### config.mk
export PLATFORM = sky130hd
export DESIGN_NAME = uart_tx
export DESIGN_NICKNAME = d
export VERILOG_FILES = /design/src/chip_pkg.sv /design/src/bit_timer.sv /design/src/uart_tx.sv
export SDC_FILE = /design/constraint.sdc
export NUM_CORES = 1
export LEC_CHECK = 0
export ABC_AREA = 1
export BUFFER_PORTS_ARGS = -buffer_cell sky130_fd_sc_hd__buf_2
export CAP_MARGIN = 40
export CORE_MARGIN = 10
export CORE_UTILIZATION = 53
export CTS_CLUSTER_SIZE = 8
export DETAILED_ROUTE_END_ITERATION = 10
export PLACE_DENSITY = 0.71
export SKIP_CTS_REPAIR_TIMING = 1
export SLEW_MARGIN = 30
export SYNTH_ARGS = -nofsm -noshare
export SYNTH_HDL_FRONTEND = slang
export SYNTH_SLANG_ARGS = --single-unit
### constraint.sdc
create_clock -name clk -period 2.1 [get_ports clk]
set_clock_uncertainty 0.1 [all_clocks]
set_input_delay 0.63 -clock clk [delete_from_list [all_inputs] [get_ports clk]]
set_output_delay 0.63 -clock clk [all_outputs]
set_load 0.01 [all_outputs]
### src/chip_pkg.sv
`default_nettype none

package chip_pkg;

	// --------------------------------------------------
	// sizes and timing
	// --------------------------------------------------
	localparam int CLKS_PER_BIT = 8; // one fixed bit rate
	localparam int IMEM_DEPTH = 256;
	localparam int DMEM_DEPTH = 256;

	typedef logic [$clog2(CLKS_PER_BIT)-1:0] bit_cnt_t;
	typedef logic [15:0] word_t;
	typedef logic [7:0] addr_t;

	// --------------------------------------------------
	// instruction set
	// --------------------------------------------------
	// codes not listed here execute as a no-op
	typedef enum logic [3:0] {
		OP_LDI  = 4'h1,
		OP_ADD  = 4'h2,
		OP_SUB  = 4'h3,
		OP_AND  = 4'h4,
		OP_XOR  = 4'h5,
		OP_LD   = 4'h6,
		OP_ST   = 4'h7,
		OP_OUT  = 4'h8,
		OP_JNZ  = 4'h9,
		OP_HALT = 4'hf
	} opcode_t;

	typedef struct packed {
		opcode_t opcode;
		logic [11:0] operand; // addresses use the low 8 bits
	} instr_t;

	typedef struct packed {
		addr_t addr;
		word_t data;
	} mem_wr_t;

	typedef enum logic [2:0] {
		L_COUNT,
		L_HIGH,
		L_LOW,
		L_WRITE,
		L_SUM,
		L_DONE
	} loader_state_t;

	typedef enum logic [2:0] {
		C_FETCH,
		C_EXEC,
		C_LOAD,
		C_OUT,
		C_HALT
	} core_state_t;

endpackage

`default_nettype wire

### src/bit_timer.sv
`default_nettype none

module bit_timer import chip_pkg::*; (
	input logic clk,
	input logic rst_n,
	input logic run,
	output logic mid,
	output logic tick
);

	bit_cnt_t cnt;
	logic half_seen; // the half-bit pulse has been given in this run

	assign mid = run && !half_seen && cnt == bit_cnt_t'(CLKS_PER_BIT / 2 - 1);
	assign tick = run && half_seen && cnt == bit_cnt_t'(CLKS_PER_BIT - 1);

	// run low holds the counter cleared, so every rising run starts from zero
	always_ff @(posedge clk) begin
		if (!rst_n || !run) begin
			cnt <= '0;
			half_seen <= 1'b0;
		end else if (mid || tick) begin
			cnt <= '0;
			half_seen <= 1'b1;
		end else begin
			cnt <= cnt + 1'b1;
		end
	end

endmodule

`default_nettype wire

### src/uart_tx.sv
`default_nettype none

module uart_tx import chip_pkg::*; (
	input logic clk,
	input logic rst_n,
	input logic [7:0] tx_data,
	input logic tx_valid,
	output logic tx_busy,
	output logic tx
);

	logic [9:0] frame; // stop, data LSB first, start in bit 0
	logic [3:0] bit_idx;
	logic mid;
	logic tick;

	bit_timer timer (
		.clk(clk),
		.rst_n(rst_n),
		.run(tx_busy),
		.mid(mid),
		.tick(tick)
	);

	// the start bit goes out on mid, then each tick moves to the next bit
	always_ff @(posedge clk) begin
		if (!rst_n) begin
			tx_busy <= 1'b0;
			bit_idx <= '0;
			tx <= 1'b1;
		end else if (!tx_busy) begin
			tx <= 1'b1;
			if (tx_valid) begin
				tx_busy <= 1'b1;
				bit_idx <= '0;
			end
		end else if (mid || tick) begin
			if (bit_idx == 4'd10) begin
				tx_busy <= 1'b0; // stop bit has had its full period
			end else begin
				tx <= frame[0];
				bit_idx <= bit_idx + 1'b1;
			end
		end
	end

	always_ff @(posedge clk) begin
		if (!tx_busy && tx_valid) begin
			frame <= {1'b1, tx_data, 1'b0};
		end else if (mid || tick) begin
			frame <= {1'b1, frame[9:1]};
		end
	end

endmodule

`default_nettype wire

# [Yosys cells after proc, flatten, opt, wreduce, memory -nomap -nowiden]
# Index checks and enable logic that the tools add are counted.
# Widths: inputs -> output; s select.
[totals] ff_bits=19 in_bits=11 elab_cells=41
[op_classes] n_addsub=2 eq_ne=5 muxes=10 bitwise=1 n_reduce_logical=16
[op_table] operator="$mux 9" count=2
[op_table] operator="$mux 4" count=4
[op_table] operator="$logic_and 1x1->1" count=5
[op_table] operator="$add 4x1->4 const B" count=1
[op_table] operator="$eq 4x4->1 const B" count=1
[op_table] operator="$mux 1" count=4
[op_table] operator="$reduce_and 2->1" count=2
[op_table] operator="$reduce_bool 2->1" count=2
[op_table] operator="$add 3x1->3 const B" count=1
[op_table] operator="$eq 3x2->1 const B" count=1
[op_table] operator="$eq 3x3->1 const B" count=1
[op_table] operator="$logic_not 1->1" count=3
[op_table] operator="$reduce_and 3->1" count=1
[op_table] operator="$logic_or 1x1->1" count=2
[op_table] operator="$ne 2x1->1 const B" count=1
[op_table] operator="$ne 2x2->1 const B" count=1
[op_table] operator="$reduce_or 2->1" count=1
[op_table] operator="$not 1->1" count=1

# [Depth between registers and ports, before layout]
[depth] ltp_word=6 mapped_depth=9 depth_no_buf=9

# [Modules after synthesis]
# From an unflattened synthesis, not the netlist that was laid out.
[hier_totals] hier_cells=118 area_unflattened_um2=970.9
[by_module_without_submodules] module="uart_tx" instances=1 cells_per_inst=95 area_each_um2=783.3 seq_area_each_um2=380.4
[by_module_without_submodules] module="bit_timer" instances=1 cells_per_inst=23 area_each_um2=187.7 seq_area_each_um2=80.1

# [Worst setup path before layout]
# OpenSTA, ideal clock, no wires.
[synth_timing] kind="reg-to-reg" start="register timer.cnt[0]" end="register frame[1] (enable)" setup_time_ns=0.329 t_arrival_ns=1.159 required_time_ns=1.671 path_slack_ns=0.512 stages_incl_launch_ff=7 path_buffers=0 synth_period_minus_slack_ns=1.588 path_cell_list="dfxtp_1 > ha_1 > ha_1 > nand3_1 > nand2_4 > inv_1 > nand2_1"
[synth_via] elab_chain_cells=4 elab_cells_between_ends=6 classes_between="eq/ne (2); reduce/logical (4)"
[synth_lines] element="start, declared" line_no="bit_timer.sv:11" text="bit_cnt_t cnt;"
[synth_lines] element="start signal, assigned" line_no="bit_timer.sv:26" text="cnt <= cnt + 1'b1;"
[synth_lines] element="$eq 3x2->1 / $eq 3x3->1 (equally long branches)" line_no="bit_timer.sv:14, bit_timer.sv:15"
[synth_lines] element="$logic_and 1x1->1 (on tied branches)" line_no="bit_timer.sv:14, bit_timer.sv:15"
[synth_lines] element="$logic_or 1x1->1 (*)" line_no="uart_tx.sv:50" text="end else if (mid || tick) begin"
[synth_lines] element="$reduce_bool 2->1 (no line) (*)"
[synth_lines] element="end signal, assigned" line_no="uart_tx.sv:49" text="frame <= {1'b1, tx_data, 1'b0};"
[synth_lines] element="end signal, assigned" line_no="uart_tx.sv:51" text="frame <= {1'b1, frame[9:1]};"
[synth_lines] element="end, declared" line_no="uart_tx.sv:12" text="logic [9:0] frame;"
# Mark *: on every way between the ends. The rest lies on a longest branch, timed or not.
# A chain may end at the register's enable or synchronous reset.

# [Worst setup path after layout]
[layout_timing] start="register timer.cnt[0]" end="register frame[2] (enable)"
# The elaborated chain is that of the path after synthesis.

==> results.yml <==
final_layout:
  area_growth_pct: 12.52
  final_layout_size_suffix_gt1_share_pct: 20.00
  diodes: 0
  final_nets: 122
  fillerInstances: 131
  mostFrequentLayoutCells: "nand2_1 (16), inv_1 (12), buf_2 (12)"
  layout_commonest_cell: "nand2_1"
worst_hold_path:
  hold_path.class: "flop to flop"
detailed_routing:
  wl_um: 1528
  drt_first_pass_iters: 4
  wl_met1_um: 796
  dr_wl_met2_um: 684
  drt-initial-drc-count: 7
  vias: 619
  drtAntennaViolNets: 0
  wire_per_inst_um: 12.63
  viasPerCell: 5.116
  met3_length_um: 31
  top_layer: "met4"
  drc: 0
global_routing:
  grt_overflow_total: 0
  grt_util_all_layers_pct: 9.451
  grt_max_degree: 12
  antenna_found_initial: 0
  grt_pass1_wl_um: 2677
  grt_pass1_vias: 623
job:
  max_cap_viol_count: 0
placed_design:
  portBuffers: 12
  place_congestion: 0.8361
  dp_hpwl_um: 1217
synth:
  ys_ff_latch: 19
  avgSynthCellArea_um2: 9.658
  yosysTopAreaCellShare_pct: 27.95
  ys_seq_area_share_pct: 53.57
  synth_area_um2: 859.6
  yosysTopAreaCell: "edfxtp_1"
  synth.net_count: 105
  syn_inst: 89
  ys_types: 14
  yosysWarnings: 0
  netlist_top_cells_area: "edfxtp_1 (28%), dfxtp_1 (26%), ha_1 (7.3%), a22o_1 (7.1%), nand2_1 (7.0%)"
worst_setup_path:
  endpoint_kind: "flop"
  path_class: "flop to flop"
  arrival_ns: 1.66
  crit_required_ns: 2.00
  crit_path_start_kind: "flop"
  cp_max_fo: 10
floorplanning:
  core_um2: 1524
  initial_utilization_pct: 56.40
  die_w_um: 60.27
  rows: 14
  dieArea_um2: 3632
  ios: 13
  die_h_um: 60.27
clocking:
  numCtsBuffers: 3
  cts_buffer_depth: 2
  insertion_delay_ns: 0.29
  ctsHtreeMaxLevel: 1
  clkTransAtPathRegs_ns: 0.11
  cts.sinks: 19
  tritoncts: "done"
  root_buffer: "clkbuf_4"
timing:
  worst_pin_slew_ns: 0.3219
  slew_headroom_pct: 78.49
  slew_viol_final: 0
  hold_violations: 0
  rsz0062_at_grt: "false"
  max_freq_mhz: 568.6
  min_period_ns: 1.759
  fin_tns_setup_ns: 0
  final-setup-viol-count: 0
  min_period_over_period_pct: 83.75
power:
  p_total_mw: 0.6598
  ir_drop_mv: 0.5322
  leakage_nw: 0.4577
  p_per_area_nw_per_um2: 682.1
run_status:
  outcome: "finished clean"
## final cells by class
cell class | count | area (µm²) | area share [%]
well taps | 16 | 20.02 | 2.070
clock buffers | 3 | 22.52 | 2.329
repair buffers | 12 | 60.06 | 6.210
multi-input cells | 57 | 349.1 | 36.09
flip-flops and latches | 19 | 460.4 | 47.61
clock inverters | 1 | 5.005 | 0.5175
inverters | 13 | 50.05 | 5.175
## report_power, final
| part | internal (mW) | switching (mW) | leakage [nW] |
|---|---|---|---|
| Combinational | 0.0259 | 0.0375 | 0.272 |
| Sequential | 0.406 | 0.0105 | 0.168 |
| Clock | 0.0708 | 0.109 | 0.0177 |
| Total | 0.503 | 0.157 | 0.458 |
## path summary, 6_finish.rpt
path	from	to	slack [ns]	depth (start not counted)
max	timer.cnt[0]$_SDFF_PP0_	frame[2]$_DFFE_PP_	0.34	6
min	timer.cnt[0]$_SDFF_PP0_	timer.cnt[0]$_SDFF_PP0_	0.33	1
max reg2reg	timer.cnt[0]$_SDFF_PP0_	frame[2]$_DFFE_PP_	0.34	6
min reg2reg	timer.cnt[0]$_SDFF_PP0_	timer.cnt[0]$_SDFF_PP0_	0.33	1
## layer usage
| metal | up-vias | track usage [%] |
|---|---|---|
| li1 | 329 | - |
| met3 | 4 | 2.542 |
| met5 | - | 0 |
| met2 | 8 | 13.82 |
| met1 | 278 | 12.65 |
| met4 | 0 | 3.846 |
## state kept, by name (all words and copies together) (netlist names)
signal,count
timer.half_seen,1
tx,1
frame,9
timer.cnt,3
tx_busy,1
bit_idx,4
## synth_stat cells (all sizes together)
cell type / n
a22o: 7
inv: 12
ha: 5
clkinv: 1
edfxtp: 8
nand4: 1
dfxtp: 11
nand2: 20
a21oi: 4
nand3: 8
xnor2: 1
nor2: 8
o21ai: 3
## critical path, cell delays in order (launching register included)
cell	delay (ns)
dfxtp_1	0.33
ha_1	0.21
ha_1	0.18
nand3_1	0.12
nand2_4	0.11
inv_1	0.17
nand2_1	0.24
## through the flow
step | std cells | util [%] | hold WS, ns | instance area, µm² | setup WS, ns
global placement | 117 | 61.66 | 0.3056 | 939.7 | 0.4128
floorplan | 89 | - | 0.2991 | 859.6 | 0.5120
CTS | 121 | 63.46 | 0.3311 | 967.2 | 0.3402
detailed placement | 117 | 61.66 | 0.3157 | 939.7 | 0.3449
global route | 121 | 63.46 | 0.3455 | 967.2 | 0.1955
finish | 121 | 63.46 | 0.3269 | 967.2 | 0.3413
## cell families after synthesis
family / synth area share (%)
buffers and inverters: 5.821
AO/OA/AOI/OAI: 11.21
AND/OR/NAND/NOR: 21.11
adder cells (fa/ha/maj): 7.278
XOR/XNOR: 1.019
flip-flops: 53.57
(Power assumes the default switching activity.)
