File: src/chip_pkg.sv
`default_nettype none

package chip_pkg;

	// --------------------------------------------------
	// sizes and timing
	// --------------------------------------------------
	localparam int CLKS_PER_BIT = 8; // one fixed bit rate
	localparam int IMEM_DEPTH = 256;
	localparam int DMEM_DEPTH = 256;

	typedef logic [$clog2(CLKS_PER_BIT)-1:0] bit_cnt_t;
	typedef logic [15:0] word_t;
	typedef logic [7:0] addr_t;

	// --------------------------------------------------
	// instruction set
	// --------------------------------------------------
	// codes not listed here execute as a no-op
	typedef enum logic [3:0] {
		OP_LDI  = 4'h1,
		OP_ADD  = 4'h2,
		OP_SUB  = 4'h3,
		OP_AND  = 4'h4,
		OP_XOR  = 4'h5,
		OP_LD   = 4'h6,
		OP_ST   = 4'h7,
		OP_OUT  = 4'h8,
		OP_JNZ  = 4'h9,
		OP_HALT = 4'hf
	} opcode_t;

	typedef struct packed {
		opcode_t opcode;
		logic [11:0] operand; // addresses use the low 8 bits
	} instr_t;

	typedef struct packed {
		addr_t addr;
		word_t data;
	} mem_wr_t;

	typedef enum logic [2:0] {
		L_COUNT,
		L_HIGH,
		L_LOW,
		L_WRITE,
		L_SUM,
		L_DONE
	} loader_state_t;

	typedef enum logic [2:0] {
		C_FETCH,
		C_EXEC,
		C_LOAD,
		C_OUT,
		C_HALT
	} core_state_t;

endpackage

`default_nettype wire

File: src/program_loader.sv
`default_nettype none

module program_loader import chip_pkg::*; (
	input logic clk,
	input logic rst_n,
	input logic [7:0] rx_data,
	input logic rx_valid,
	input logic tx_busy,
	output mem_wr_t imem_wr,
	output logic imem_wr_valid,
	output logic [7:0] tx_data,
	output logic tx_valid,
	output logic done
);

	typedef logic [$clog2(IMEM_DEPTH):0] count_t; // holds a count up to a full memory

	loader_state_t state;
	count_t remaining;
	addr_t wr_addr;
	logic [7:0] high_byte;
	logic [7:0] checksum;

	assign imem_wr_valid = state == L_WRITE;
	assign tx_valid = state == L_SUM && !tx_busy;
	assign tx_data = checksum;
	assign done = state == L_DONE;

	always_ff @(posedge clk) begin
		if (!rst_n) begin
			state <= L_COUNT;
			remaining <= '0;
			wr_addr <= '0;
			checksum <= '0;
		end else begin
			case (state)
				L_COUNT: if (rx_valid) begin
					remaining <= count_t'(rx_data);
					checksum <= rx_data;
					wr_addr <= '0;
					state <= (rx_data == 8'd0) ? L_SUM : L_HIGH;
				end
				L_HIGH: if (rx_valid) begin
					checksum <= checksum ^ rx_data;
					state <= L_LOW;
				end
				L_LOW: if (rx_valid) begin
					checksum <= checksum ^ rx_data;
					state <= L_WRITE;
				end
				L_WRITE: begin
					wr_addr <= wr_addr + 1'b1;
					remaining <= remaining - 1'b1;
					state <= (remaining == count_t'(1)) ? L_SUM : L_HIGH;
				end
				L_SUM: if (!tx_busy) state <= L_DONE; // checksum goes out this cycle
				default: ; // done holds until the next reset
			endcase
		end
	end

	// instruction words are assembled high byte first
	always_ff @(posedge clk) begin
		if (rx_valid && state == L_HIGH) begin
			high_byte <= rx_data;
		end
		if (rx_valid && state == L_LOW) begin
			imem_wr <= '{addr: wr_addr, data: {high_byte, rx_data}};
		end
	end

endmodule

`default_nettype wire

File: config.mk
export PLATFORM = sky130hd
export DESIGN_NAME = program_loader
export DESIGN_NICKNAME = d
export VERILOG_FILES = /design/src/chip_pkg.sv /design/src/program_loader.sv
export SDC_FILE = /design/constraint.sdc
export NUM_CORES = 1
export LEC_CHECK = 0
export BUFFER_PORTS_ARGS = -buffer_cell sky130_fd_sc_hd__buf_4
export CAP_MARGIN = 20
export CORE_ASPECT_RATIO = 1.25
export CORE_UTILIZATION = 30
export CTS_CLUSTER_SIZE = 12
export DETAILED_ROUTE_END_ITERATION = 8
export PLACE_DENSITY = 0.61
export SYNTH_ARGS = -nofsm -noshare
export SYNTH_HDL_FRONTEND = slang
export SYNTH_SLANG_ARGS = --single-unit
export TNS_END_PERCENT = 10
File: constraint.sdc
create_clock -name clk -period 6.2 [get_ports clk]
set_clock_uncertainty 0.2 [all_clocks]
set_input_delay 0.31 -clock clk [delete_from_list [all_inputs] [get_ports clk]]
set_output_delay 0.31 -clock clk [all_outputs]
set_load 0.005 [all_outputs]
[Word level (Yosys, flattened, before mapping)]
Index checks and enable logic that the tools add are counted.
W data, S select, Z words.
Cells by class
  $add $sub $neg: 2
  equal/unequal tests: 11
  mux-type cells: 14
  bitwise logic cells: 1
  reduce and logical (&&, ||, !) cells: 13
Operators by type and width (count)
  $pmux W8 S2: 2
  $mux W8: 3
  $mux W3: 6
  $pmux W9 S2: 1
  $pmux W3 S5: 1
  $eq A9 B1 Y1 const B: 1
  $mux W9: 1
  $sub A9 B1 Y9 const B: 1
  $add A8 B1 Y8 const B: 1
  $logic_not A8 Y1: 1
  $ne A2 B2 Y1 const B: 4
  $xor A8 B8 Y8: 1
  $eq A3 B2 Y1 const B: 2
  $eq A3 B3 Y1 const B: 2
  $reduce_and A5 Y1: 1
  $reduce_bool A5 Y1: 1
  $reduce_bool A2 Y1: 2
  $eq A3 B1 Y1 const B: 1
  $logic_and A1 B1 Y1: 3
  $logic_not A3 Y1: 1
  $reduce_and A3 Y1: 1
  $ne A2 B1 Y1 const B: 1
  $reduce_and A2 Y1: 1
  $reduce_or A2 Y1: 1
  $logic_not A1 Y1: 1
Word-level totals
  register bits: 60
  input bits: 12
  output and inout bits: 35
  word-level logic and storage cells: 48

[Depth between registers and ports, before layout]
Gate-level depths: netlist (run 1).
  depth in word-level cells: 4
  depth in mapped cells: 7
  mapped depth without buffers: 6

[Worst setup path before layout (run 1)]
Ideal clock, no wire load.
  path kind: register to register
  start: register state[2]
  end: register imem_wr[0] (netlist name) (enable)
  setup time: 383 ps
  data arrival time: 1515 ps
  required time: 5617 ps
  path slack: 4102 ps
  stages on the path, launching flop included: 5
  path buffers: 2
  period minus slack after synthesis: 2098 ps
  cells stage by stage: dfxtp_1 -> buf_2 -> nor2b_1 -> clkbuf_1 -> and3_1
Between the ends
  longest elaborated chain between the ends: 2
RTL lines
  from (decl): RTL line program_loader.sv:18  | loader_state_t state;
  from (signal assigned): RTL line program_loader.sv:41  | state <= (rx_data == 8'd0) ? L_SUM : L_HIGH;
  from (signal assigned): RTL line program_loader.sv:54  | state <= (remaining == count_t'(1)) ? L_SUM : L_HIGH;
  $eq A3 B2 Y1: RTL line program_loader.sv:67  | if (rx_valid && state == L_LOW) begin
  $logic_and A1 B1 Y1: RTL line program_loader.sv:67
  to (signal assigned): RTL line program_loader.sv:68  | imem_wr <= '{addr: wr_addr, data: {high_byte, rx_data}};
  to (decl): RTL line program_loader.sv:9  | output mem_wr_t imem_wr,
No other way between the ends.
A chain may end at the register's enable or synchronous reset.

[Final worst setup path (run 1)]
Ends and elaborated chain as after synthesis.

==> results of run 1 <==
kinds of logic after synthesis:
logic type	count (synthesis)	share of synthesized area [%]
AO/OA/AOI/OAI	47	12.3
XOR/XNOR	9	3.23
adder cells (fa/ha/maj)	3	1.54
buffers and inverters	15	3.23
flip-flops	60	62.3
multiplexers	1	0.461
AND/OR/NAND/NOR	77	16.9
state kept, by name (all words and copies together) (netlist names):
name       count
remaining      9
state          3
tx_data        8
high_byte      8
wr_addr        8
imem_wr       24
final cells by class:
type,count,area share [%]
Multi-Input combinational cell,137,27.1
Tap cell,95,3.82
Sequential cell,60,49.0
Clock buffer,10,4.11
Clock inverter,6,2.58
Timing Repair Buffer,52,12.9
Inverter,5,0.604
per-stage QoR:
| step | area, um2 | cells | power, W |
|---|---|---|---|
| after floorplan | 2440 | 212 | 0.000497 |
| after global routing | 3110 | 365 | 0.000929 |
| after CTS | 3100 | 364 | 0.000900 |
| final | 3110 | 365 | 0.000889 |
| after global placement | 2850 | 343 | 0.000525 |
| after detailed placement | 2850 | 344 | 0.000527 |
worst paths after layout:
path / from / to / slack [ps] / cells after the start
worst max-delay path: state[2]$_SDFFE_PN0P_ / imem_wr[0]$_DFFE_PP_ / 3760 / 2
worst min-delay path: rx_data[5] / high_byte[5]$_DFFE_PP_ / 20 / 1
worst min register to register: high_byte[2]$_DFFE_PP_ / imem_wr[10]$_DFFE_PP_ / 220 / 0
worst max register to register: state[2]$_SDFFE_PN0P_ / imem_wr[0]$_DFFE_PP_ / 3760 / 2
power groups by stage:
stage | sequential, W | combinational, W | clock (W)
3_5_place_dp | 0.000453 | 0.0000735 | 0
4_1_cts | 0.000444 | 0.0000760 | 0.000380
5_1_grt | 0.000446 | 0.0000853 | 0.000398
2_1_floorplan | 0.000449 | 0.0000474 | 0
3_3_place_gp | 0.000453 | 0.0000725 | 0
6_report | 0.000444 | 0.0000756 | 0.000369
layer usage:
metal	global-route usage (%)	part of all wire, %
met5	0	0
met4	7.69	2.7
met3	3.81	5.4
met2	22.9	50
met1	15.9	42
critical path: stages, from the launching register on:
cell     delay, ps
dfxtp_1        430
nor2b_1        480
and3_1         940
cell usage in the layout (no fill, tap or decap), drive strengths merged, types with 3 or more instances in the layout:
master       count
buf             47
edfxtp          32
dfxtp           28
nor2            23
nand2           18
a21oi           17
nand3           12
clkbuf          10
xnor2            9
o21ai            8
nor4             5
dlygate4sd3      5
inv              5
a31oi            3
o311ai           3
o211ai           3
or3              3
nand4            3
ha               3
nor4b            3
clkinv           3
timing repair:
| item | 4_1_cts | 5_1_grt |
|---|---|---|
| gates resized for setup | 0 | 0 |
| hold buffers | 4 | 1 |
| hold endpoints to repair | 8 | 2 |
==> flow_metrics.env, run 1 <==
export IMPL_status="finished clean"
export IMPL_place_congestion=0.795
export IMPL_antenna_left=0
export IMPL_viasPerCell=4.98
export IMPL_fillers=788
export IMPL_clkPwrFrac_pct=41.5
export IMPL_hp_class="primary input to flop"
export IMPL_cts_buffer_depth=2
export IMPL_seq_area_um2=1520
export IMPL_dieArea_um2=8500
export IMPL_p_per_area_nw_per_um2=286
export IMPL_cts_tree="done"
export IMPL_row_count=36
export IMPL_cts_sinks=60
export IMPL_path_max_fanout=24
export IMPL_async_flop_share_pct=0
export IMPL_synthesis_area_um2=2440
export IMPL_start_util_pct=31.1
export IMPL_synth_edf_count=32
export IMPL_finalSetupTns_ps=0
export IMPL_yosys_register_bits=60
export IMPL_yosysWarnings=0
export IMPL_tightest_slew_ps=1050
export IMPL_nets=280
export IMPL_die_y_um=103
export IMPL_dp_hpwl_um=3460
export IMPL_port_buffers=46
export IMPL_synth_distinct_cells=44
export IMPL_setup_viol=0
export IMPL_holdWs_ps=15.4
export IMPL_antenna_found_initial=0
export IMPL_numCtsBuffers=9
export IMPL_worstSkewPairLatency_ps=330
export IMPL_syn_to_final_growth_pct=27.3
export IMPL_postCtsSetupBuffers=0
export IMPL_maxCapViolCount=0
export IMPL_clkTransAtPathRegs_ps=60
export IMPL_io_pins=47
export IMPL_vdd_ir_drop_max_uv=122
export IMPL_synthCells=212
export IMPL_cp_end_kind="flop"
export IMPL_slew_headroom_pct=29.8
export IMPL_diodes=0
export IMPL_grt_ovfl_total=0
export IMPL_place_ws_ps=3690
export IMPL_grt_pass1_vias=1800
export IMPL_die_w_um=82.7
export IMPL_combPwrFrac_pct=8.5
export IMPL_grtUsageTotal_pct=13.8
export IMPL_grt_start_max_net_pins=25
export IMPL_worstPathArrival_ps=2190
export IMPL_timing_final_crit_share_pct=39.4
export IMPL_netlist_top_cells_count="edfxtp_1, dfxtp_1, nor2_1"
export IMPL_internal_power_w=0.000689
export IMPL_switching_share_pct=22.5
export IMPL_ys_top_cells_by_area="edfxtp_1, dfxtp_1, nor2_1"
export IMPL_required_ps=5950
export IMPL_yosysTopAreaCell="edfxtp_1"
export IMPL_postLayoutCoreUtil_pct=39.7
export IMPL_layout_setup_ws_ps=3760
export IMPL_ys_seq_area_share_pct=62.3
export IMPL_vias=1818
export IMPL_drc=0
export IMPL_drtIter0Drc=129
export IMPL_synth_nets=227
export IMPL_syn_area_per_cell_um2=11.5
export IMPL_grt_setup_unrepaired="false"
export IMPL_totalWireLength_um=5180
export IMPL_root_buffer="clkbuf_8"
export IMPL_post_drt_wl_per_cell_um=14.2
export IMPL_min_period_ps=2440
export IMPL_final_hold_viol_count=0
export IMPL_synth_top_area_share_pct=39.4
export IMPL_worstSetupPathType="flop to flop"
export IMPL_htreeDepth=3
export IMPL_yosys_most_used_dff="edfxtp_1"
export IMPL_power_leakage_nw=1.16
export IMPL_fmax_mhz=410
export IMPL_seq_power_share_pct=50.0
export IMPL_grt_pass1_wl_um=8550
export IMPL_first_pass_iters=5
export IMPL_multi_input_area_um2=841
export IMPL_fp_coreArea_um2=7840
export IMPL_startpoint_type="flop"
export IMPL_final_layout_size_suffix_gt1_share_pct=24.4
export IMPL_p_sw_w=0.000200
export IMPL_slew_violations=0
export IMPL_synth_most_common_cell="edfxtp_1"
(Power assumes the default switching activity.)
==> run 2: changes to the inputs <==
PLACE_DENSITY = 0.62   (was 0.61)
clock period = 2 ns   (was 6.2 ns; I/O delays follow)
==> run 2 against run 1 <==
  * Sequential share of layout area decreased by 2.4 points
  * Combinational power increased to 3.7 times the previous value
  * First-iteration DRC count decreased by 20%
  * Largest power group unchanged
  * Register-to-register slack got worse by 3500 ps
  * Power increased to 3.2 times the previous value
  * Worst hold slack improved by 200 ps
  * Worst setup slack got worse by 3500 ps
  * Critical endpoint is now wr_addr[5]$_SDFFE_PN0P_
  * Cell count increased by 4.4%
  * Sequential power increased to 3.1 times the previous value
  * Clock power increased to 3.2 times the previous value
  * Final area increased by 5.2%
==> flow_metrics.env, run 2 (synthesis results as in run 1) <==
export IMPL_required_ps=2030
export IMPL_power_w=0.00283
export IMPL_cts_tree="done"
export IMPL_die_w_um=82.7
export IMPL_post_drt_wl_per_cell_um=14.2
export IMPL_status="finished clean"
export IMPL_grt_start_max_net_pins=25
export IMPL_slowest_stage="dlygate4sd3_1"
export IMPL_postLayoutCoreUtil_pct=41.7
export IMPL_maxCapViolCount=0
export IMPL_power_leakage_nw=1.25
export IMPL_dieArea_um2=8500
export IMPL_final_common_cell="buf_4"
export IMPL_drc=0
export IMPL_fmax_mhz=577
export IMPL_start_util_pct=31.1
export IMPL_vdd_ir_drop_max_uv=446
export IMPL_grtUsageTotal_pct=14.2
export IMPL_clkTransAtPathRegs_ps=60
export IMPL_die_y_um=103
export IMPL_diodes=0
export IMPL_antenna_found_initial=0
export IMPL_crit_top_cell="buf_4"
export IMPL_cts_resized=0
export IMPL_nets=296
export IMPL_totalWireLength_um=5400
export IMPL_place_inst=354
export IMPL_root_buffer="clkbuf_8"
export IMPL_final_hold_viol_count=0
export IMPL_tightest_slew_ps=521
export IMPL_worstPathArrival_ps=1770
export IMPL_hp_class="flop to flop"
export IMPL_final_layout_size_suffix_gt1_share_pct=27.6
export IMPL_viasPerCell=4.92
export IMPL_slew_headroom_pct=65.1
export IMPL_stdcell_count=381
export IMPL_grt_setup_unrepaired="false"
export IMPL_finalSetupTns_ps=0
export IMPL_slew_violations=0
export IMPL_grt_pass1_vias=1835
export IMPL_first_pass_iters=4
export IMPL_place_congestion=0.809
export IMPL_cp_end_kind="flop"
export IMPL_path_max_fanout=18
export IMPL_dp_hpwl_um=3590
export IMPL_startpoint_type="primary input"
export IMPL_vias=1875
export IMPL_cts_sinks=60
export IMPL_htreeDepth=3
export IMPL_holdWs_ps=218
export IMPL_largest_register_ffs=24
export IMPL_crit_chain="dlygate4sd3_1 -> buf_4 -> or4b_1 -> buf_4 -> nand2_1 -> a21boi_0 -> o21a_1"
export IMPL_p_per_area_nw_per_um2=866
export IMPL_row_count=36
export IMPL_antenna_left=0
export IMPL_layout_common_cells="buf_4, edfxtp_1, dfxtp_1, nor2_1, a21oi_1"
export IMPL_io_pins=47
export IMPL_slowest_delay_ps=520
export IMPL_worstSetupPathType="primary input to flop"
export IMPL_fp_coreArea_um2=7840
export IMPL_grt_ovfl_total=0
export IMPL_cts_buffer_depth=2
export IMPL_worstSkewPairLatency_ps=340
export IMPL_timing_final_crit_share_pct=86.6
export IMPL_port_buffers=46
export IMPL_syn_to_final_growth_pct=33.9
export IMPL_setup_viol=0
export IMPL_regMostFlops="imem_wr"
export IMPL_grt_pass1_wl_um=8690
export IMPL_min_period_ps=1730
export IMPL_largestRegisters="imem_wr (24), remaining (9)"
export IMPL_numCtsBuffers=9
export IMPL_drtIter0Drc=103
[run 2: cell types whose count changed in the layout (fill, tap and decap cells not counted)]
cell           previous run  this run
buf_4                    46        56
dlygate4sd3_1             5        11
clkinv_1                  2         0
clkinv_2                  1         3
and3_1                    1         0
and3_2                    0         1
buf_12                    0         1
buf_2                     1         0
clkbuf_8                  9        10
clkinvlp_4                1         0
[run 2: routing by layer]
layer,vias up,GRT usage (%),part of all wire (%)
met5,-,0,0
met3,12,4.78,4.4
li1,925,-,-
met1,884,15.9,41
met4,0,7.16,2.1
met2,54,23.8,52
[run 2: where the power goes]
part           total (W)  internal (W)  switching, W
combinational   0.000279      0.000132      0.000147
sequential       0.00137       0.00134     0.0000283
clock            0.00118      0.000729      0.000453
total            0.00283       0.00220      0.000628
[run 2: path summary, 6_finish.rpt]
check                                 start                      end  slack, ps  cells after the start
setup / recovery                   rx_valid  wr_addr[5]$_SDFFE_PN0P_        270                      7
hold / removal       high_byte[5]$_DFFE_PP_    imem_wr[13]$_DFFE_PP_        220                      0
setup reg to reg  remaining[1]$_SDFFE_PN0P_    state[0]$_SDFFE_PN0P_        280                      6
hold reg to reg      high_byte[5]$_DFFE_PP_    imem_wr[13]$_DFFE_PP_        220                      0
[run 2: worst max-delay path: cells and delay by family]
kind                   cells  cell delay (ps)
AOI/OAI and AO/OA          2              250
buffers and inverters      3              880
and+or+nand+nor            2              530
[run 2: cell type report]
type	instances	area, um2
Tap cell	95	119
Fill cell	783	4570
Inverter	5	18.8
Timing Repair Buffer	68	551
Sequential cell	60	1520
Clock inverter	5	75.1
Clock buffer	11	141
Multi-Input combinational cell	137	842
[run 2: metrics by stage]
stage               worst slack (ps)  area [um2]
CTS                              244        3270
detailed placement               287        2940
floorplan                       43.7        2440
global route                     142        3270
global placement                 288        2940
finish                           267        3270
[run 2: timing repair]
item	CTS	global route
setup buffers	0	0
endpoints found under the hold margin	35	0
hold buffers	11	0
