$ cat src/chip_pkg.sv
`default_nettype none

package chip_pkg;

	// --------------------------------------------------
	// sizes and timing
	// --------------------------------------------------
	localparam int CLKS_PER_BIT = 8; // one fixed bit rate
	localparam int IMEM_DEPTH = 256;
	localparam int DMEM_DEPTH = 256;

	typedef logic [$clog2(CLKS_PER_BIT)-1:0] bit_cnt_t;
	typedef logic [15:0] word_t;
	typedef logic [7:0] addr_t;

	// --------------------------------------------------
	// instruction set
	// --------------------------------------------------
	// codes not listed here execute as a no-op
	typedef enum logic [3:0] {
		OP_LDI  = 4'h1,
		OP_ADD  = 4'h2,
		OP_SUB  = 4'h3,
		OP_AND  = 4'h4,
		OP_XOR  = 4'h5,
		OP_LD   = 4'h6,
		OP_ST   = 4'h7,
		OP_OUT  = 4'h8,
		OP_JNZ  = 4'h9,
		OP_HALT = 4'hf
	} opcode_t;

	typedef struct packed {
		opcode_t opcode;
		logic [11:0] operand; // addresses use the low 8 bits
	} instr_t;

	typedef struct packed {
		addr_t addr;
		word_t data;
	} mem_wr_t;

	typedef enum logic [2:0] {
		L_COUNT,
		L_HIGH,
		L_LOW,
		L_WRITE,
		L_SUM,
		L_DONE
	} loader_state_t;

	typedef enum logic [2:0] {
		C_FETCH,
		C_EXEC,
		C_LOAD,
		C_OUT,
		C_HALT
	} core_state_t;

endpackage

`default_nettype wire

$ cat src/bit_timer.sv
`default_nettype none

module bit_timer import chip_pkg::*; (
	input logic clk,
	input logic rst_n,
	input logic run,
	output logic mid,
	output logic tick
);

	bit_cnt_t cnt;
	logic half_seen; // the half-bit pulse has been given in this run

	assign mid = run && !half_seen && cnt == bit_cnt_t'(CLKS_PER_BIT / 2 - 1);
	assign tick = run && half_seen && cnt == bit_cnt_t'(CLKS_PER_BIT - 1);

	// run low holds the counter cleared, so every rising run starts from zero
	always_ff @(posedge clk) begin
		if (!rst_n || !run) begin
			cnt <= '0;
			half_seen <= 1'b0;
		end else if (mid || tick) begin
			cnt <= '0;
			half_seen <= 1'b1;
		end else begin
			cnt <= cnt + 1'b1;
		end
	end

endmodule

`default_nettype wire

$ cat src/uart_rx.sv
`default_nettype none

module uart_rx import chip_pkg::*; (
	input logic clk,
	input logic rst_n,
	input logic rx,
	output logic [7:0] rx_data,
	output logic rx_valid
);

	logic rx_meta;
	logic rx_sync;
	logic rx_prev;
	logic busy;
	logic [3:0] bit_idx; // data bits taken so far, 8 means the stop bit is next
	logic mid;
	logic tick;

	bit_timer timer (
		.clk(clk),
		.rst_n(rst_n),
		.run(busy),
		.mid(mid),
		.tick(tick)
	);

	always_ff @(posedge clk) begin
		if (!rst_n) begin
			rx_meta <= 1'b1;
			rx_sync <= 1'b1;
			rx_prev <= 1'b1;
		end else begin
			rx_meta <= rx;
			rx_sync <= rx_meta;
			rx_prev <= rx_sync;
		end
	end

	always_ff @(posedge clk) begin
		if (!rst_n) begin
			busy <= 1'b0;
			bit_idx <= '0;
			rx_valid <= 1'b0;
		end else begin
			rx_valid <= 1'b0;
			if (!busy) begin
				if (rx_prev && !rx_sync) begin // falling edge, maybe a start bit
					busy <= 1'b1;
					bit_idx <= '0;
				end
			end else if (mid) begin
				busy <= !rx_sync; // line back high at the centre means a glitch
			end else if (tick) begin
				if (bit_idx == 4'd8) begin
					busy <= 1'b0;
					rx_valid <= rx_sync; // a low stop bit drops the frame
				end else begin
					bit_idx <= bit_idx + 1'b1;
				end
			end
		end
	end

	// LSB arrives first, so shift in from the top
	always_ff @(posedge clk) begin
		if (busy && tick && bit_idx != 4'd8) begin
			rx_data <= {rx_sync, rx_data[7:1]};
		end
	end

endmodule

`default_nettype wire

$ cat config.mk
export PLATFORM = sky130hd
export DESIGN_NAME = uart_rx
export DESIGN_NICKNAME = d
export VERILOG_FILES = /design/src/chip_pkg.sv /design/src/bit_timer.sv /design/src/uart_rx.sv
export SDC_FILE = /design/constraint.sdc
export NUM_CORES = 1
export LEC_CHECK = 0
export BUFFER_PORTS_ARGS = -buffer_cell sky130_fd_sc_hd__buf_2
export CAP_MARGIN = 20
export CORE_UTILIZATION = 50
export CTS_BUF_LIST = sky130_fd_sc_hd__clkbuf_16
export DETAILED_ROUTE_END_ITERATION = 8
export PLACE_DENSITY_LB_ADDON = 0.3
export SYNTH_ARGS = -nofsm -noshare
export SYNTH_HDL_FRONTEND = slang
export SYNTH_SLANG_ARGS = --single-unit
export TNS_END_PERCENT = 50
$ cat constraint.sdc
create_clock -name clk -period 4.8 [get_ports clk]
set_clock_uncertainty 0.15 [all_clocks]
set_input_delay 0.24 -clock clk [delete_from_list [all_inputs] [get_ports clk]]
set_output_delay 0.24 -clock clk [all_outputs]
set_load 0.005 [all_outputs]
### Yosys cells after proc, flatten, opt, wreduce, memory -nomap -nowiden

Index checks and enable logic that the tools add are counted.

* equal/unequal tests: 7
* muxes and demuxes: 10
* reductions and logical operators: 17
* add/subtract/negate cells: 2
* bitwise logic cells: 4

Operators by type and width (count)
* 4-bit two-way mux: 5
* 1-bit logical AND: 7
* 1-bit two-way mux: 5
* 5-bit OR reduction: 1
* 4-bit by 1-bit adder with 4-bit output, second input constant: 1
* 4-bit == test, second input constant: 1
* 1-bit logical NOT: 4
* 2-bit != test, second input constant: 2
* 4-bit != test, second input constant: 1
* 1-bit NOT: 4
* 4-bit AND reduction: 1
* 3-bit by 1-bit adder with 3-bit output, second input constant: 1
* 3-bit by 2-bit == test with 1-bit output, second input constant: 1
* 3-bit == test, second input constant: 1
* 1-bit logical OR: 2
* 2-bit by 1-bit != test with 1-bit output, second input constant: 1
* 2-bit nonzero test: 1
* 2-bit OR reduction: 1

* word-level logic and storage cells: 49
* output and inout bits: 9
* input bits: 3
* register bits: 21

### Depth between registers and ports, before layout

Gate-level depths: netlist (run 1).

* depth after elaboration: 5
* depth in mapped cells: 5
* depth with buffers taken out: 5

### Modules after synthesis

A second synthesis (run 1) with hierarchy kept.

* cell total of the unflattened synthesis: 74
* area, all modules: 857.1 um2

By module, submodules not included
* uart_rx: sequential area each 420.4 um2, times used 1, area each 660.6 um2, cells each 56
* bit_timer: sequential area each 80.1 um2, times used 1, area each 196.4 um2, cells each 18

### Least setup slack after synthesis (run 1)

No wires, ideal clock.

* path type: reg2reg
* start: register timer.cnt[0]
* end: register rx_data[0], enable pin
* clock period less this slack: 1.775 ns
* arrival time: 1.255 ns
* required time: 4.280 ns
* stages on the path, launching flop included: 5
* library setup time: 0.370 ns
* path buffers: 0
* setup slack: 3.025 ns
* cells stage by stage: dfxtp_1 -> ha_1 -> ha_1 -> nand3_1 -> nor2_1

* longest elaborated chain between the ends: 4

Ends and longest elaborated chain
* start, declared: line bit_timer.sv:11 `bit_cnt_t cnt;`
* start signal, assigned: line bit_timer.sv:26 `cnt <= cnt + 1'b1;`
* 3-bit == test: line bit_timer.sv:15 `assign tick = run && half_seen && cnt == bit_cnt_t'(CLKS_PER_BIT - 1);`
* 1-bit logical AND: line bit_timer.sv:15
* 1-bit logical AND (2 in a row): line uart_rx.sv:66 `if (busy && tick && bit_idx != 4'd8) begin`
* end signal, assigned: line uart_rx.sv:67 `rx_data <= {rx_sync, rx_data[7:1]};`
* end, declared: line uart_rx.sv:7 `output logic [7:0] rx_data,`

No other way between the ends.
A chain may end at the register's enable or synchronous reset.

### Final worst setup path (run 1)

* start: register timer.cnt[0]
* end: register rx_data[3], enable pin

The elaborated chain is that of the path after synthesis.

==> results.md, run 1 <==
* Status: finished clean
* Worst Hold Class: input port to flop
* Critical path startpoint category: flop
* Vias post-DR at 524
* Vias in the first global route at 530
* CP peak stage delay at 0.56 ns
* HPWL after DPL at 946.7 um
* Measured slew at the worst slew-check pin at 0.6276 ns
* Finished Layout Cells at 97
* Main combinational cell family by area after synthesis: simple AND/OR/NAND/NOR gates
* Top layer in use: met4
* Leak at 0.3911 nW
* Worst-path maximum fanout at 8
* Syn-to-layout area delta at 18.99%
* Largest net degree at the start of global routing at 13
* CTS clock-pin slew for the worst setup and hold paths at 0.05 ns
* Worst vdd ir at 0.0002583 V
* RSZ-0062 raised after global routing: no
* DIE AREA at 1800 um^2
* DIE WIDTH at 42.43 um
* Critical path required time at 4.54 ns
* First-pass GRT wire length at 2.166 mm
* Worst path cell trace: ha_1, ha_1, nand3_1, nor2_1
* Register bit count reported by yosys at 21
* FMAX at 0.5070 GHz
* Fin nets at 90
* Multi-input gate area at 294.0 um^2
* Met3 wire len at 40 um
* Max_slew headroom at 58.01%
* Number of port buffers at 11
* Post-Syn Instances at 66
* WP data arrival at 1.71 ns
* Grt ovf at 0
* I/O pin total at 12
* Setup_tns at 0 ns
* Core area at 1524 um^2
* Number of antenna diodes at 0
* Vias per cell at 5.402
* Most used cell along the critical path: ha_1
* Htree depth at 1
* Die Y-Extent at 42.43 um
* Syn. warnings at 0
* Final Critical Period at 1.972 ns
* Fillers at 121
* All-layer global routing usage at 16.82%
* Fin crit share at 41.09%
* Critical path's slowest cell: nor2_1
* Register area at 500.5 um^2
* Endpoint class of the critical path: flop
* CTS Buffer Depth at 2
* Compound-Gate Fraction of Synth Area at 11.03%
* RD Place Congestion at 0.7455
* Initial DRC count at 10
* Synth Area in Adders at 7.657%
* Sequential area share after synthesis at 61.26%
* Synth unique cells at 24
* Final ANT Viol Nets at 0
* Mean post-synth cell area at 12.38 um^2
* Share of cells above drive strength 1 at 23.46%
* XOR/XNOR Fraction of Synth Area at 0%
* Pins Over Slew Limit at 0
* Max-cap violation count at 0
* Final setup vio count at 0
* Critical path type: flop to flop
* CTS tree: done
* Routed wire per std cell at 13.16 um
* Worst-skew pair later-pin latency at 0.25 ns
* Initial Util at 53.61%
* Wl on met1 at 587 um
* Cell Area, Synth at 817.0 um^2
* Initial antenna violation count at 0
* Row Count at 14
* Placed Instances at 93
* Met2 WL at 625 um
* DRT Wirelength at 1.277 mm
* CTS Sinks at 21
* Post-synth net total at 74
* DRC viols at 0
* Multiplexer share of the synthesized area at 0%
* Post_cts resized at 0
* Pwr dens at 372.9 nW/um^2
* Num CTS Buffers at 3
* Post-CTS setup buffer count at 0
* Router iterations before antenna repair at 4
* Hold Vio Cnt, Final at 0
* Root buf cell: clkbuf_16
* Simple-gate portion of the synthesized area at 17.30%
* Hold-fix buffers, CTS at 0
cell usage after synthesis:
cell type / number / share of area [%]
o221ai_1: 1 / 1.1
nor2_1: 4 / 1.8
nor4_1: 1 / 0.77
nand3_1: 3 / 1.8
nand3b_1: 2 / 1.8
a31oi_1: 1 / 0.77
and3b_1: 1 / 1.1
a41oi_2: 1 / 2.0
edfxtp_1: 8 / 29
o211a_1: 1 / 1.2
a311oi_2: 1 / 1.8
and3_4: 1 / 1.4
inv_1: 6 / 2.8
nand4b_1: 1 / 1.1
nand2_1: 4 / 1.8
ha_1: 5 / 7.7
or3b_1: 1 / 1.1
nand2b_1: 3 / 2.3
a21oi_1: 2 / 1.2
o21ai_2: 1 / 1.1
dfxtp_1: 13 / 32
o211ai_1: 1 / 0.92
nand4_1: 3 / 2.3
o31ai_1: 1 / 0.92
path summary, 6_finish.rpt:
path	to	cells past startpoint	start	slack, ns
worst max register to register	rx_data[3]	4	timer.cnt[0]	2.83
worst min register to register	rx_sync	1	rx_meta	0.27
worst min-delay path	rx_meta	2	rx	0.02
worst max-delay path	rx_data[3]	4	timer.cnt[0]	2.83
per-layer routing:
metal / vias up / track usage [%]
met1: 240 / 20.40
met2: 7 / 25.54
met5: - / 0
met4: 0 / 11.25
met3: 4 / 5.172
li1: 273 / -
power breakdown:
part | leakage [nW] | switching [W] | internal, W
sequential | 0.177 | 0.00000145 | 0.000186
clock | 0.0409 | 0.0000581 | 0.000112
combinational | 0.173 | 0.00000355 | 0.00000221
worst max-delay path: cells and delay by family, from the launching register on:
| family | cells | cell delay (ns) |
|---|---|---|
| flops | 1 | 0.34 |
| simple gates | 2 | 0.76 |
| fa+ha+maj | 2 | 0.36 |
metrics by stage:
stage                     area [um^2]  utilization (%)  total power, W  worst slack, ns  hold WS (ns)
final                           972.2            63.79       0.0003625            2.828       0.01955
after CTS                       972.2            63.79       0.0003672            2.800       0.01665
after detailed placement        892.1            58.54       0.0001966            2.798        0.2621
after global placement          892.1            58.54       0.0001964            2.906        0.2432
after global routing            972.2            63.79       0.0003756            2.677       0.03025
after floorplan                 817.0                -       0.0001939            3.025        0.1519
state kept, by name, summed over array words and instances, names as in the netlist:
register,count
rx_valid,1
timer.half_seen,1
bit_idx,4
rx_meta,1
rx_data,8
rx_prev,1
rx_sync,1
timer.cnt,3
busy,1
cells in the final DEF (no fill, tap or decap), drive strengths merged, types with 3 or more instances in the layout:
cell     n
dfxtp   13
nand3    3
nand2    4
buf     11
nor2     4
edfxtp   8
inv      6
ha       5
clkbuf   3
nand4    3
nand2b   3
final cells by class:
| class | count | area share (%) |
|---|---|---|
| repair buffers | 11 | 5.663 |
| inverters | 6 | 2.317 |
| clock inverters | 1 | 0.5148 |
| multi-input cells | 39 | 30.24 |
| clock buffers | 3 | 7.722 |
| flip-flops and latches | 21 | 51.48 |
| well taps | 16 | 2.059 |
logic make-up after synthesis:
kind of cell / Yosys count
compound gates: 10
fa+ha+maj: 5
buf+inv: 6
simple gates: 24
flops: 21
Note: power is estimated with default switching activity, not from simulation.
==> run 2, diff against run 1 <==
--- a/config.mk
+++ b/config.mk
@@ -5,6 +5,7 @@
 export SDC_FILE = /design/constraint.sdc
 export NUM_CORES = 1
 export LEC_CHECK = 0
+export ABC_AREA = 1
 export BUFFER_PORTS_ARGS = -buffer_cell sky130_fd_sc_hd__buf_2
 export CAP_MARGIN = 20
 export CORE_UTILIZATION = 50
==> constraint.sdc (replaced) <==
create_clock -name clk -period 2 [get_ports clk]
set_clock_uncertainty 0.15 [all_clocks]
set_input_delay 0.1 -clock clk [delete_from_list [all_inputs] [get_ports clk]]
set_output_delay 0.1 -clock clk [all_outputs]
set_load 0.005 [all_outputs]
==> results.md, run 2 <==
* RD Place Congestion at 0.8240 (+11%)
* Vias in the first global route at 517 (-2.5%)
* Main combinational cell family by area after synthesis: simple AND/OR/NAND/NOR gates
* Measured slew at the worst slew-check pin at 0.4179 ns (-0.2097 ns)
* Critical path startpoint category: flop
* Synth async-reset ratio at 0% (unchanged)
* CTS tree: done
* Number of antenna diodes at 0 (unchanged)
* Finished Cell Area at 1030 um^2 (+5.9%)
* Number of port buffers at 11 (unchanged)
* Syn-to-layout area delta at 18.76%
* Final setup vio count at 0 (unchanged)
* Reg2reg path depth at 6 (+2)
* Endpoint class of the critical path: flop
* Htree depth at 1 (unchanged)
* Post-synth EDFFs at 8 (unchanged)
* Most frequent cell after synthesis: nand2_1
* CTS Buffer Depth at 2 (unchanged)
* Failing checks: design-rule violations
* Synth unique cells at 19 (-21%)
* Max FFs per register at 8 (unchanged)
* R2R Path End: rx_data[6]
* Vias post-DR at 606 (+16%)
* Compound-Gate Fraction of Synth Area at 3.608% (-7.4 points)
* Share of cells above drive strength 1 at 20.75% (-2.7 points)
* Registers with the most flip-flops: rx_data: 8 flops, bit_idx: 4 flops, timer.cnt: 3 flops
* Setup_tns at 0 ns (unchanged)
* Die Y-Extent at 43.65 um (+2.9%)
* HPWL after DPL at 999 um (+5.5%)
* Post_cts resized at 0 (unchanged)
* DIE AREA at 1905 um^2 (+5.8%)
* Pwr Total at 0.0009107 W (+150%)
* Synth cell count leaders: 18 x nand2_1, 13 x dfxtp_1, 12 x inv_1
* Critical path type: flop to flop
* Most common cell after layout, fill and taps aside: nand2_1
* Final ANT Viol Nets at 0 (unchanged)
* Hold Vio Cnt, Final at 0 (unchanged)
* RSZ-0062 raised after global routing: no
* Syn. warnings at 0 (unchanged)
* Routed wire per std cell at 10.99 um (-17%)
* Row Count at 14 (unchanged)
* Main synth FF type: dfxtp_1
* Fin nets at 115 (+28%)
* Vias per cell at 4.967 (-8.0%)
* Leak at 0.4438 nW (+13%)
* Worst reg2reg path startpoint: timer.cnt[0]
* Root buf cell: clkbuf_16
* Initial Util at 55.62% (+2.0 points)
* Post-Syn Instances at 90 (+36%)
* Core area at 1559 um^2 (+2.3%)
* Simple-gate portion of the synthesized area at 23.81% (+6.5 points)
* Largest net degree at the start of global routing at 12 (-1)
* Pins Over Slew Limit at 0 (unchanged)
* Initial antenna violation count at 0 (unchanged)
* Reg2reg setup slack at 0.36 ns (-2.47 ns)
* First-pass GRT wire length at 2.290 mm (+5.7%)
* CTS clock-pin slew for the worst setup and hold paths at 0.05 ns (about the same)
* Pwr dens at 884.4 nW/um^2 (+140%)
* Cell Area, Synth at 867.1 um^2 (+6.1%)
* Yosys top cell area share at 30.01% (-1.8 points)
* Worst vdd ir at 0.0007991 V (+210%)
* Status: finished with violations
* WHS Endpoint: timer.cnt[0]
* DIE WIDTH at 43.65 um (+2.9%)
* Register bit count reported by yosys at 21 (unchanged)
* Synth Area in Adders at 7.215% (-0.44 points)
* Synth area leaders: dfxtp_1 30%, edfxtp_1 28%, nand2_1 7.8%
* Max-cap violation count at 0 (unchanged)
* DP Area at 930.9 um^2 (+4.3%)
* Worst-path maximum fanout at 8 (unchanged)
* Critical path required time at 1.78 ns (-2.76 ns)
* All-layer global routing usage at 17.47% (+0.65 points)
* Worst-skew pair later-pin latency at 0.25 ns (about the same)
* DRT Wirelength at 1.341 mm (+5.0%)
* Multiplexer share of the synthesized area at 0% (unchanged)
* Sequential area share after synthesis at 57.72% (-3.5 points)
* XOR/XNOR Fraction of Synth Area at 0% (unchanged)
* Yosys top cell by area: dfxtp_1
* CTS Sinks at 21 (unchanged)
* Mean post-synth cell area at 9.634 um^2 (-22%)
* Largest register by flop count: rx_data
* Hold Path Depth at 1 (-1)
* Fin crit share at 82.02% (+41 points)
* DRC viols at 1 (+1)
* Initial DRC count at 12 (+2)
* Max_slew headroom at 72.10% (+14 points)
* Worst Hold Class: flop to flop
* Final Critical Period at 1.640 ns (-0.3321 ns)
* I/O pin total at 12 (unchanged)
* WP data arrival at 1.42 ns (-0.29 ns)
* Most frequent cells in the layout: 18 x nand2_1, 13 x inv_1, 13 x dfxtp_1
* FMAX at 0.6096 GHz (+20%)
* Hold path start: timer.cnt[0]
* Router iterations before antenna repair at 6 (+2)
* Num CTS Buffers at 3 (unchanged)
* Post-synth net total at 98 (+32%)
* Grt ovf at 0 (unchanged)
run 2: stage by stage:
stage               hold WS (ns)  std cells  setup WS [ns]  utilization, %
floorplan                0.01902         90         0.4816               -
global placement          0.1370        116         0.4206           59.71
detailed placement        0.1430        116         0.3555           59.71
CTS                       0.2680        122         0.3411           66.05
global route              0.2809        122         0.2458           66.05
finish                    0.2668        122         0.3597           66.05
run 2: worst max-delay path by stage:
stage | endpoint | start | depth (start not counted) | slack [ns]
6_report | rx_data[6] | timer.cnt[0] | 6 | 0.36
5_1_grt | rx_data[6] | timer.cnt[0] | 6 | 0.25
4_1_cts | rx_data[4] | timer.cnt[0] | 6 | 0.34
3_5_place_dp | rx_data[7] | timer.cnt[0] | 6 | 0.36
3_3_place_gp | rx_data[2] | timer.cnt[0] | 6 | 0.42
2_1_floorplan | rx_data[0] | timer.cnt[0] | 6 | 0.48
run 2: report_power, final:
part	total [W]	internal (W)	switching (W)	leakage (nW)
Clock	0.000411	0.000266	0.000145	0.0423
Sequential	0.000457	0.000449	0.00000787	0.178
Combinational	0.0000428	0.0000172	0.0000256	0.224
run 2: cell type report:
type,count,area [um^2]
fill,133,529.3
sequential,21,500.5
multi-input combinational,54,300.3
clock buffer,3,75.07
timing repair buffer,13,75.07
inverter,14,55.05
tap,16,20.02
clock inverter,1,3.754
run 2: critical path, stage by stage (launching register included):
cell     delay (ns)
dfxtp_1        0.33
ha_1           0.17
ha_1           0.14
nand2_1        0.09
nor2_4         0.11
nand2_2        0.07
inv_1          0.25
run 2: timing repair:
| item | in CTS | in global routing |
|---|---|---|
| endpoints found under the hold margin | 4 | 0 |
| setup buffers | 0 | 0 |
| hold buffers | 2 | 0 |
run 2: cells by family (layout without fill, tap and decap cells):
family / Yosys count / in the layout
AND/OR/NAND/NOR: 43 / 43
flip-flops: 21 / 21
buffers and inverters: 15 / 31
AO/OA/AOI/OAI: 6 / 6
adder cells (fa/ha/maj): 5 / 5
run 2: routing by layer:
| layer | global-route usage, % | vias up | share of wire [%] |
|---|---|---|---|
| li1 | - | 321 | - |
| met1 | 22.22 | 263 | 46 |
| met4 | 11.25 | 0 | 1.9 |
| met5 | 0 | - | 0 |
| met3 | 6.250 | 2 | 5.4 |
| met2 | 25.07 | 20 | 46 |
==> run 3, diff against run 2 <==
--- a/config.mk
+++ b/config.mk
@@ -5,10 +5,10 @@
 export SDC_FILE = /design/constraint.sdc
 export NUM_CORES = 1
 export LEC_CHECK = 0
-export ABC_AREA = 1
+export ABC_AREA = 0
 export BUFFER_PORTS_ARGS = -buffer_cell sky130_fd_sc_hd__buf_2
 export CAP_MARGIN = 20
-export CORE_UTILIZATION = 50
+export CORE_UTILIZATION = 47
 export CTS_BUF_LIST = sky130_fd_sc_hd__clkbuf_16
 export DETAILED_ROUTE_END_ITERATION = 8
 export PLACE_DENSITY_LB_ADDON = 0.3
==> constraint.sdc (replaced) <==
create_clock -name clk -period 1.3 [get_ports clk]
set_clock_uncertainty 0.15 [all_clocks]
set_input_delay 0.065 -clock clk [delete_from_list [all_inputs] [get_ports clk]]
set_output_delay 0.065 -clock clk [all_outputs]
set_load 0.005 [all_outputs]
==> results.md, run 3 (synthesis results as in run 1) <==
* Fin nets at 108 (-6.1%)
* Max FFs per register at 8 (unchanged)
* Pins Over Slew Limit at 0 (unchanged)
* Comb pwr share at 2.6% (-2.1 points)
* All-layer global routing usage at 18.98% (+1.5 points)
* Largest net degree at the start of global routing at 13 (+1)
* Initial antenna violation count at 0 (unchanged)
* Fin crit share at 111.9% (+30 points)
* Critical path required time at 1.09 ns (-0.69 ns)
* Final ANT Viol Nets at 0 (unchanged)
* Status: finished with violations
* Max_slew headroom at 83.28% (+11 points)
* Hold Vio Cnt, Final at 0 (unchanged)
* Critical path startpoint category: flop
* Most common cell after layout, fill and taps aside: buf_4
* DIE WIDTH at 43.70 um (+0.11%)
* Worst vdd ir at 0.0009382 V (+17%)
* Registers with the most flip-flops: rx_data: 8 flops, bit_idx: 4 flops, timer.cnt: 3 flops
* Vias per cell at 5.391 (+8.5%)
* FMAX at 0.6874 GHz (+13%)
* Setup_tns at -1.912 ns (-1.912 ns)
* Number of antenna diodes at 0 (unchanged)
* CTS Buffer Depth at 2 (unchanged)
* Final Critical Period at 1.455 ns (-0.1855 ns)
* First-pass GRT wire length at 2.532 mm (+11%)
* Htree depth at 1 (unchanged)
* CTS tree: done
* Worst Setup Slack, final at -0.1548 ns (-0.5145 ns)
* Number of port buffers at 11 (unchanged)
* Sequential power share at 50.6% (+0.4 points)
* WP data arrival at 1.24 ns (-0.18 ns)
* Router iterations before antenna repair at 4 (-2)
* Failing checks: negative setup slack
* Vias in the first global route at 606 (+17%)
* RD Place Congestion at 0.8535 (+3.6%)
* Grt ovf at 0 (unchanged)
* Core area at 1559 um^2 (unchanged)
* CTS Sinks at 21 (unchanged)
* Row Count at 14 (unchanged)
* Share of cells above drive strength 1 at 50.51% (+30 points)
* CTS clock-pin slew for the worst setup and hold paths at 0.06 ns (about the same)
* Worst-path maximum fanout at 8 (unchanged)
* Hold Path Depth at 1 (unchanged)
* Final setup vio count at 17 (+17)
* Post-place setup slack at -0.2295 ns (-0.5850 ns)
* Pwr dens at 1126 nW/um^2 (+27%)
* HPWL after DPL at 1.115 mm (+12%)
* Int Pwr at 0.001116 W (+52%)
* Routed wire per std cell at 13.69 um (+25%)
* Root buf cell: clkbuf_16
* Clock group share of total power at 46.8% (+1.7 points)
* Die Y-Extent at 43.70 um (+0.11%)
* Endpoint class of the critical path: flop
* I/O pin total at 12 (unchanged)
* Max-cap violation count at 0 (unchanged)
* NetSw at 0.0002502 W (+40%)
* DRT Wirelength at 1.574 mm (+17%)
* Most frequent cells in the layout: 14 x buf_4, 11 x buf_2, 9 x dfxtp_1
* Pwr Total at 0.001366 W (+50%)
* Syn-to-layout area delta at 48.54%
* Largest register by flop count: rx_data
* Initial Util at 52.41% (-3.2 points)
* DIE AREA at 1909 um^2 (+0.23%)
* Vias post-DR at 620 (+2.3%)
* Critical path type: flop to flop
* Measured slew at the worst slew-check pin at 0.2504 ns (-0.1675 ns)
* Num CTS Buffers at 3 (unchanged)
* Reg2reg path depth at 4 (-2)
* RSZ-0062 raised after global routing: yes
* DRC viols at 0 (-1)
* Worst Hold Class: flop to flop
* Initial DRC count at 6 (-6)
* Leak at 0.4852 nW (+9.3%)
* Switch share at 18.32% (-1.3 points)
* Worst-skew pair later-pin latency at 0.25 ns (about the same)
-- run 3: cell count changes in the layout (fill, tap and decap cells not counted), sizes merged, moves of 2 or more --
cell    previous run  this run
nand2             21         4
nand3              6         3
or2                2         0
nor2              11         4
a21oi              4         2
nand3b             0         2
inv               15         6
buf               11        27
nand2b             0         3
-- run 3: layout make-up --
cell class	instances	area, um^2
clock buffer	3	75.07
sequential	21	505.5
timing repair buffer	29	211.5
inverter	6	22.52
clock inverter	1	5.005
multi-input combinational	39	374.1
tap	16	20.02
fill	88	345.3
-- run 3: worst paths after layout --
kind                            startpoint    endpoint  slack [ns]
worst min register to register     rx_meta     rx_sync        0.28
worst max-delay path            bit_idx[0]  rx_data[3]       -0.15
worst min-delay path               rx_meta     rx_sync        0.28
worst max register to register  bit_idx[0]  rx_data[3]       -0.15
-- run 3: critical path, cell delays in order, from the launching register on --
cell,delay (ns)
dfxtp_2,0.33
inv_2,0.05
ha_4,0.15
and3b_2,0.22
nor2_4,0.24
-- run 3: through the flow --
step	hold WS (ns)	std cells	cell area, um^2	utilization (%)
after floorplan	-0.02306	66	868.3	-
after global placement	0.1031	104	1026	65.81
after detailed placement	0.1054	104	1026	65.81
after CTS	0.2786	111	1184	75.92
after global routing	0.2886	115	1214	77.85
final	0.2772	115	1214	77.85
-- run 3: layer usage --
layer | up-vias | track usage [%] | wire length [um]
li1 | 312 | - | -
met1 | 297 | 22.55 | 686
met2 | 9 | 31.94 | 826
met3 | 2 | 4.167 | 33
met4 | 0 | 10.00 | 28
met5 | - | 0 | 0
-- run 3: power groups by stage --
stage | combinational, W | clock [W] | sequential [W]
floorplan | 0.0000135 | 0 | 0.000703
global placement | 0.0000268 | 0 | 0.000704
detailed placement | 0.0000274 | 0 | 0.000704
CTS | 0.0000355 | 0.000647 | 0.000691
global route | 0.0000392 | 0.000667 | 0.000692
finish | 0.0000356 | 0.000639 | 0.000691
-- run 3: timing repair --
| action | CTS | global route |
|---|---|---|
| hold buffers | 2 | 0 |
| endpoints found under the setup margin | 17 | 17 |
| cloned | 0 | 0 |
| gates resized for setup | 8 | 0 |
| pin swaps | 12 | 4 |
| buffers inserted | 1 | 4 |
| endpoints found under the hold margin | 5 | 0 |
